[src/mul_settings.svh]
`ifndef MUL_SETTINGS_SVH
`define MUL_SETTINGS_SVH

// operand width, fixed by the apb data width.
`define MUL_WIDTH 32

// wide enough to hold the step count.
`define MUL_CNT_WIDTH 6

// register byte offsets.
`define MUL_ADDR_A       8'h00
`define MUL_ADDR_B       8'h04
`define MUL_ADDR_CTRL    8'h08
`define MUL_ADDR_STATUS  8'h0C
`define MUL_ADDR_PROD_LO 8'h10
`define MUL_ADDR_PROD_HI 8'h14

`endif

[src/mul_pkg.sv]
`include "mul_settings.svh"

package mul_pkg;

    // the datapath writes the full word, the register block reads halves.
    typedef union packed {
        logic [2*`MUL_WIDTH-1:0] full;
        struct packed {
            logic [`MUL_WIDTH-1:0] hi;
            logic [`MUL_WIDTH-1:0] lo;
        } halves;
    } mul_product_u;

    // unsigned core sequencing.
    typedef enum logic [1:0] {
        core_idle,
        core_run,
        core_finish
    } mul_core_state_e;

    // signed wrapper, waits for the core between start and valid.
    typedef enum logic {
        sign_idle,
        sign_wait
    } mul_sign_state_e;

endpackage

[src/mul_apb_regs.sv]
`include "mul_settings.svh"

module mul_apb_regs
    import mul_pkg::*;
(
    input  logic                   clk,
    input  logic                   reset,
    input  logic                   psel,
    input  logic                   penable,
    input  logic                   pwrite,
    input  logic [7:0]             paddr,
    input  logic [31:0]            pwdata,
    input  logic                   ready,
    input  logic                   valid,
    input  mul_product_u           product,
    output logic [31:0]            prdata,
    output logic                   pready,
    output logic                   pslverr,
    output logic                   irq,
    output logic                   start,
    output logic                   is_signed,
    output logic [`MUL_WIDTH-1:0]  multiplicand,
    output logic [`MUL_WIDTH-1:0]  multiplier
);

    logic access;
    logic busy;
    logic mapped;
    logic operand_addr;
    logic wr_ok;
    logic rd_ok;
    logic done;

    assign access = psel && penable;
    assign busy   = !ready;

    always_comb begin
        case (paddr)
            `MUL_ADDR_A, `MUL_ADDR_B, `MUL_ADDR_CTRL,
            `MUL_ADDR_STATUS, `MUL_ADDR_PROD_LO, `MUL_ADDR_PROD_HI: mapped = 1'b1;
            default: mapped = 1'b0;
        endcase
    end

    // registers that must not move while the core runs.
    assign operand_addr = (paddr == `MUL_ADDR_A) || (paddr == `MUL_ADDR_B) ||
                          (paddr == `MUL_ADDR_CTRL);

    assign pslverr = access && (!mapped || (pwrite && operand_addr && busy));
    assign pready  = 1'b1;

    assign wr_ok = access && pwrite && !pslverr;
    assign rd_ok = access && !pwrite && !pslverr;

    // operand registers.
    always_ff @(posedge clk) begin
        if (wr_ok && paddr == `MUL_ADDR_A) begin
            multiplicand <= pwdata;
        end
        if (wr_ok && paddr == `MUL_ADDR_B) begin
            multiplier <= pwdata;
        end
    end

    always_ff @(posedge clk) begin
        if (reset) begin
            start     <= 1'b0;
            is_signed <= 1'b0;
        end else begin
            start <= 1'b0;
            if (wr_ok && paddr == `MUL_ADDR_CTRL) begin
                is_signed <= pwdata[1];
                start     <= pwdata[0] && ready;
            end
        end
    end

    // sticky completion flag that a status read or a new start clears.
    always_ff @(posedge clk) begin
        if (reset) begin
            done <= 1'b0;
        end else if (valid) begin
            done <= 1'b1;
        end else if (start || (rd_ok && paddr == `MUL_ADDR_STATUS)) begin
            done <= 1'b0;
        end
    end

    assign irq = done;

    always_comb begin
        prdata = '0;
        if (rd_ok) begin
            case (paddr)
                `MUL_ADDR_A:       prdata = multiplicand;
                `MUL_ADDR_B:       prdata = multiplier;
                `MUL_ADDR_CTRL:    prdata = {30'b0, is_signed, 1'b0};
                `MUL_ADDR_STATUS:  prdata = {30'b0, done, busy};
                `MUL_ADDR_PROD_LO: prdata = product.halves.lo;
                `MUL_ADDR_PROD_HI: prdata = product.halves.hi;
                default:           prdata = '0;
            endcase
        end
    end

endmodule

[src/mul_apb_top.sv]
`include "mul_settings.svh"

module mul_apb_top
    import mul_pkg::*;
(
    input  logic        clk,
    input  logic        reset,
    input  logic        psel,
    input  logic        penable,
    input  logic        pwrite,
    input  logic [7:0]  paddr,
    input  logic [31:0] pwdata,
    output logic [31:0] prdata,
    output logic        pready,
    output logic        pslverr,
    output logic        irq
);

    logic                  start;
    logic                  is_signed;
    logic [`MUL_WIDTH-1:0] multiplicand;
    logic [`MUL_WIDTH-1:0] multiplier;
    logic                  ready;
    logic                  valid;
    mul_product_u          product;

    mul_apb_regs u_regs (
        .clk          (clk),
        .reset        (reset),
        .psel         (psel),
        .penable      (penable),
        .pwrite       (pwrite),
        .paddr        (paddr),
        .pwdata       (pwdata),
        .ready        (ready),
        .valid        (valid),
        .product      (product),
        .prdata       (prdata),
        .pready       (pready),
        .pslverr      (pslverr),
        .irq          (irq),
        .start        (start),
        .is_signed    (is_signed),
        .multiplicand (multiplicand),
        .multiplier   (multiplier)
    );

    mul_signed u_mul (
        .clk          (clk),
        .reset        (reset),
        .start        (start),
        .is_signed    (is_signed),
        .multiplicand (multiplicand),
        .multiplier   (multiplier),
        .ready        (ready),
        .valid        (valid),
        .product      (product)
    );

endmodule

[src/mul_bit_counter.sv]
`include "mul_settings.svh"

module mul_bit_counter (
    input  logic clk,
    input  logic reset,
    input  logic load,
    input  logic step,
    output logic last
);

    logic [`MUL_CNT_WIDTH-1:0] count;

    // counts down the remaining steps.
    always_ff @(posedge clk) begin
        if (reset) begin
            count <= '0;
        end else if (load) begin
            count <= `MUL_CNT_WIDTH'(`MUL_WIDTH);
        end else if (step && count != '0) begin
            count <= count - 1'b1;
        end
    end

    // one step left means this is the final one.
    assign last = (count == `MUL_CNT_WIDTH'(1));

endmodule

[src/mul_ctrl_fsm.sv]
module mul_ctrl_fsm
    import mul_pkg::*;
(
    input  logic clk,
    input  logic reset,
    input  logic start,
    input  logic last,
    output logic load,
    output logic step,
    output logic ready,
    output logic valid
);

    mul_core_state_e state;

    // load is registered, so it fills the first run cycle.
    always_ff @(posedge clk) begin
        if (reset) begin
            state <= core_idle;
            load  <= 1'b0;
        end else begin
            load <= 1'b0;
            case (state)
                core_idle: begin
                    if (start) begin
                        state <= core_run;
                        load  <= 1'b1;
                    end
                end
                core_run: begin
                    if (last) begin
                        state <= core_finish;
                    end
                end
                core_finish: begin
                    state <= core_idle;
                end
                default: begin
                    state <= core_idle;
                end
            endcase
        end
    end

    // one add-and-shift per run cycle after the load.
    assign step = (state == core_run) && !load;

    assign ready = (state != core_run);
    assign valid = (state == core_finish);

endmodule

[src/mul_shift_add_datapath.sv]
`include "mul_settings.svh"

module mul_shift_add_datapath
    import mul_pkg::*;
(
    input  logic                   clk,
    input  logic                   reset,
    input  logic                   load,
    input  logic                   step,
    input  logic [`MUL_WIDTH-1:0]  multiplicand,
    input  logic [`MUL_WIDTH-1:0]  multiplier,
    output mul_product_u           product
);

    logic [`MUL_WIDTH-1:0] mcand;
    logic [`MUL_WIDTH-1:0] acc;
    logic [`MUL_WIDTH-1:0] mplr;
    logic [`MUL_WIDTH:0]   sum;

    // carry out lands in the top of the shifted accumulator.
    assign sum = {1'b0, acc} + {1'b0, (mplr[0] ? mcand : `MUL_WIDTH'(0))};

    always_ff @(posedge clk) begin
        if (load) begin
            mcand <= multiplicand;
        end
    end

    // acc and mplr form one register, low bits shift out as they are used.
    always_ff @(posedge clk) begin
        if (reset) begin
            acc  <= '0;
            mplr <= '0;
        end else if (load) begin
            acc  <= '0;
            mplr <= multiplier;
        end else if (step) begin
            acc  <= sum[`MUL_WIDTH:1];
            mplr <= {sum[0], mplr[`MUL_WIDTH-1:1]};
        end
    end

    assign product.full = {acc, mplr};

endmodule

[src/mul_signed.sv]
`include "mul_settings.svh"

module mul_signed
    import mul_pkg::*;
(
    input  logic                   clk,
    input  logic                   reset,
    input  logic                   start,
    input  logic                   is_signed,
    input  logic [`MUL_WIDTH-1:0]  multiplicand,
    input  logic [`MUL_WIDTH-1:0]  multiplier,
    output logic                   ready,
    output logic                   valid,
    output mul_product_u           product
);

    mul_sign_state_e state;

    logic                  result_neg;
    logic                  a_neg;
    logic                  b_neg;
    logic [`MUL_WIDTH-1:0] mag_a;
    logic [`MUL_WIDTH-1:0] mag_b;
    mul_product_u          core_product;

    assign a_neg = is_signed && multiplicand[`MUL_WIDTH-1];
    assign b_neg = is_signed && multiplier[`MUL_WIDTH-1];

    // the most negative value maps to its own bit pattern, read as unsigned.
    assign mag_a = a_neg ? (`MUL_WIDTH'(0) - multiplicand) : multiplicand;
    assign mag_b = b_neg ? (`MUL_WIDTH'(0) - multiplier) : multiplier;

    mul_unsigned u_core (
        .clk          (clk),
        .reset        (reset),
        .start        (start),
        .multiplicand (mag_a),
        .multiplier   (mag_b),
        .ready        (ready),
        .valid        (valid),
        .product      (core_product)
    );

    always_ff @(posedge clk) begin
        if (reset) begin
            state      <= sign_idle;
            result_neg <= 1'b0;
        end else begin
            case (state)
                sign_idle: begin
                    if (start) begin
                        state      <= sign_wait;
                        result_neg <= a_neg ^ b_neg;
                    end
                end
                sign_wait: begin
                    if (valid) begin
                        state <= sign_idle;
                    end
                end
                default: state <= sign_idle;
            endcase
        end
    end

    // two's complement of the magnitude product.
    assign product.full = result_neg ? ((2*`MUL_WIDTH)'(0) - core_product.full)
                                     : core_product.full;

endmodule

[src/mul_unsigned.sv]
`include "mul_settings.svh"

module mul_unsigned
    import mul_pkg::*;
(
    input  logic                   clk,
    input  logic                   reset,
    input  logic                   start,
    input  logic [`MUL_WIDTH-1:0]  multiplicand,
    input  logic [`MUL_WIDTH-1:0]  multiplier,
    output logic                   ready,
    output logic                   valid,
    output mul_product_u           product
);

    logic load;
    logic step;
    logic last;

    mul_ctrl_fsm u_fsm (
        .clk   (clk),
        .reset (reset),
        .start (start),
        .last  (last),
        .load  (load),
        .step  (step),
        .ready (ready),
        .valid (valid)
    );

    mul_bit_counter u_counter (
        .clk   (clk),
        .reset (reset),
        .load  (load),
        .step  (step),
        .last  (last)
    );

    mul_shift_add_datapath u_datapath (
        .clk          (clk),
        .reset        (reset),
        .load         (load),
        .step         (step),
        .multiplicand (multiplicand),
        .multiplier   (multiplier),
        .product      (product)
    );

endmodule

[config.mk]
export PLATFORM = sky130hd
export DESIGN_NAME = mul_apb_top
export DESIGN_NICKNAME = d
export VERILOG_FILES = /design/src/mul_pkg.sv /design/src/mul_apb_regs.sv /design/src/mul_apb_top.sv /design/src/mul_bit_counter.sv /design/src/mul_ctrl_fsm.sv /design/src/mul_shift_add_datapath.sv /design/src/mul_signed.sv /design/src/mul_unsigned.sv
export VERILOG_INCLUDE_DIRS = /design/src
export SDC_FILE = /design/constraint.sdc
export NUM_CORES = 1
export LEC_CHECK = 0
export BUFFER_PORTS_ARGS = -buffer_cell sky130_fd_sc_hd__buf_2
export CAP_MARGIN = 20
export CORE_MARGIN = 8
export CORE_UTILIZATION = 68
export CTS_BUF_LIST = sky130_fd_sc_hd__clkbuf_2 sky130_fd_sc_hd__clkbuf_4 sky130_fd_sc_hd__clkbuf_8
export DETAILED_ROUTE_END_ITERATION = 8
export GPL_TIMING_DRIVEN = 0
export PLACE_DENSITY = 0.89
export SETUP_SLACK_MARGIN = 0.4
export SLEW_MARGIN = 20
export SYNTH_ARGS = -nofsm -noshare
export SYNTH_HDL_FRONTEND = slang
export SYNTH_SLANG_ARGS = --single-unit
[constraint.sdc]
create_clock -name clk -period 8.3 [get_ports clk]
set_input_delay 1.245 -clock clk [delete_from_list [all_inputs] [get_ports clk]]
set_output_delay 1.245 -clock clk [all_outputs]
set_load 0.05 [all_outputs]
==> impl_metrics.tcl <==
set metrics [dict create \
    grt_pass1_wl_um 58030 \
    p_per_area_mw_per_mm2 127.1 \
    synth-seq-area-share_pct 38.01 \
    cts_sinks 174 \
    clkLatencyLatePin_ns 0.50 \
    die_w_um 147.1 \
    crit_start "u_mul.u_core.u_datapath.mplr[27]" \
    cp-endpoint "prdata[20]" \
    arrival_ns 4.52 \
    worst_slew_pin_slew_ns 1.121 \
    hold_class "reg2reg" \
    cts_root_buffer "clkbuf_8" \
    via_per_inst 6.754 \
    ff2ff_path_depth 12 \
    area_growth_pct 10.09 \
    r2r_start "u_mul.u_core.u_datapath.mplr[0]" \
    h-tree-depth 4 \
    drc 0 \
    stdcell_count 1699 \
    fmax_ghz 0.1733 \
    ctsHoldBuffers 0 \
    drt_iter0_markers 1506 \
    path_class "reg2out" \
    fin_area_mm2 0.01287 \
    grt.overflow.total 0 \
    slew_headroom_pct 24.82 \
    setup_tns_ns 0 \
    dp_cells 1667 \
    worst_slack_ns 2.530 \
    startpoint_type "flop" \
    reg2reg_to "u_mul.u_core.u_datapath.acc[25]" \
    die_h_um 147.1 \
    post-cts-setup-buffers 0 \
    cts_tree "built" \
    cp_max_fo 8 \
    grtUsageTotal_pct 34.27 \
    rsz0062_at_grt "false" \
    synth_cell_types 70 \
    pre_cts_ws_ns 3.180 \
    placementRows 48 \
    numCtsBuffers 17 \
    drt-total-wl_um 38050 \
    vias 11480 \
    worstSetupEndpointType "primary output" \
    synth_nets 1442 \
    path_clk_slew_ns 0.10 \
    grt_max_degree 34 \
    cts_resized 0 \
    hold_slack_ns 0.4886 \
    port_buffers 74 \
    num_io_pins 80 \
    syn_avg_cell_area_um2 8.610 \
    cts.path.max_buffers 2 \
    synth_area_mm2 0.01169 \
    start_util_pct 68.55 \
    yosys.area.top_type "edfxtp_1" \
    diodes 0 \
    ys_top_cells_by_area "edfxtp_1 25%, dfxtp_1 13%, a21oi_1 6.4%" \
    core_mm2 0.01706 \
    crit_required_ns 7.05 \
    slew_viol_final 0 \
    synthArstFlopShare_pct 0 \
    finalNetCount 1545 \
    r2r_slack_ns 4.17 \
    cap_violations 0 \
    fin_skew_ns 0.02409 \
    grt_pass1_vias 10850 \
    hold_viol 0 \
    post-dp-hpwl_um 28800 \
    synthCells 1358 \
    gp_congestion 1.041 \
    yosysWarnings 0 \
    antenna_found_initial 0 \
    post-synth-top-area-fraction_pct 24.65 \
    synth_edf_count 96 \
    period_share_pct 69.52 \
    outcome "finished, final reports clean" \
    wl_per_cell_um 22.40 \
    synth_flop_cell "edfxtp_1" \
    ant_nets 0 \
    die-area_mm2 0.02165 \
    period_needed_ns 5.770 \
    ys_seq_elements 174 \
    drive_gt1_share_pct 10.18 \
    leakage_nw 4.887 \
    setup_viol 0 \
    drt_first_pass_iters 6 \
    dpl-instance-area_mm2 0.01243 \
    vdd_drop_max_mv 0.1685 \
]
## critical path, stage by stage, from the launching register on
cell and delay (ns):
dfxtp_1 0.31, buf_2 0.17, or4_1 0.61, or3_1 0.35, or3_1 0.45, or4_1 0.43, clkbuf_1 0.25, nor4b_1 0.37
mux2_2 0.38, a21oi_1 0.22, o21a_1 0.21, buf_2 0.28
## layout by cell type, fill, tap and decap left out, types with 9 or more instances in the layout
cell	n
nor2_1	117
or4_1	18
o21ai_0	82
nand3_1	15
xnor2_1	57
xor2_1	73
dfxtp_1	77
a21oi_1	149
o22ai_1	30
or2_2	9
a211oi_1	25
o21ai_1	9
nand2_1	139
inv_1	26
or3_1	25
nand2b_1	14
edfxtp_1	96
nor3_1	27
clkbuf_8	17
buf_2	78
buf_1	9
a21o_1	10
o41ai_1	12
mux2i_1	38
ha_1	38
o31ai_1	25
clkbuf_1	68
and2_1	40
nor4_1	14
## synth_stat cells (all sizes together), types with 7 or more instances
cell	count
clkbuf	68
nand3	15
or4	21
mux2i	38
nor3	29
o22ai	30
and2	40
xor2	73
o21ai	91
o31ai	27
nand2	139
edfxtp	96
inv	26
nor2	117
buf	13
dfxtp	78
nor2b	8
a211oi	25
or2	12
nor4	16
or3	25
a31oi	8
ha	38
xnor2	57
nand4	7
a21oi	149
o41ai	14
a21o	10
nand2b	14
## worst min-delay path by stage
stage               slack (ns)           to  cells after the start        start
finish                    0.49  u_mul.state                      2  u_mul.state
global route              0.51  u_mul.state                      2  u_mul.state
CTS                       0.48  u_mul.state                      2  u_mul.state
detailed placement        0.46  u_mul.state                      2  u_mul.state
global placement          0.44  u_mul.state                      2  u_mul.state
floorplan                 0.43  u_mul.state                      2  u_mul.state
## report_power, final
part / switching, mW / leakage, nW / internal [mW]
registers: 0.000311 / 1.49 / 0.904
clock network: 0.338 / 0.225 / 0.338
logic: 0.0388 / 3.17 / 0.0176
## cell type report
cell class                 count  area [um^2]
sequential                   174         4446
fill                        1276         4184
clock inverter                14        202.7
inverter                      26        97.59
buffer                        81        324.1
timing repair buffer          84        441.7
clock buffer                  18        241.5
tap                          225        281.5
multi-input combinational   1077         6838
## metrics by stage
stage	power, mW	util (%)
3_5_place_dp	0.9774	72.87
5_1_grt	1.666	75.47
4_1_cts	1.629	75.47
2_1_floorplan	0.9522	-
3_3_place_gp	0.9760	72.37
6_report	1.636	75.47
## logic make-up after synthesis
kind of cell               after synthesis  share of synthesized area, %
buffers and inverters                  107                         3.606
xor gates and xnor gates               130                         9.738
DFF                                    174                         38.01
other                                    1                       0.03207
AOI/OAI and AO/OA                      401                         20.97
adders and majority gates               39                         4.238
muxes                                   43                         3.735
and+or+nand+nor                        463                         19.67
## sequential cells by signal, summed over array words and instances (netlist names), 2 cells and up
signal / cells
u_regs.multiplier: 32
u_regs.multiplicand: 32
u_mul.u_core.u_datapath.acc: 32
u_mul.u_core.u_fsm.state: 2
u_mul.u_core.u_counter.count: 6
u_mul.u_core.u_datapath.mplr: 32
u_mul.u_core.u_datapath.mcand: 32
## metal layers
layer / vias to the layer above / GRT usage (%) / share of wire [%] / wire length (um)
met5: - / 0 / 0 / 0
met4: 0 / 16.68 / 4.6 / 1761
met3: 169 / 7.075 / 12 / 4447
met2: 819 / 55.28 / 46 / 17530
met1: 5316 / 43.08 / 38 / 14310
li1: 5171 / - / - / -
Power figures use the tool's default switching activity.
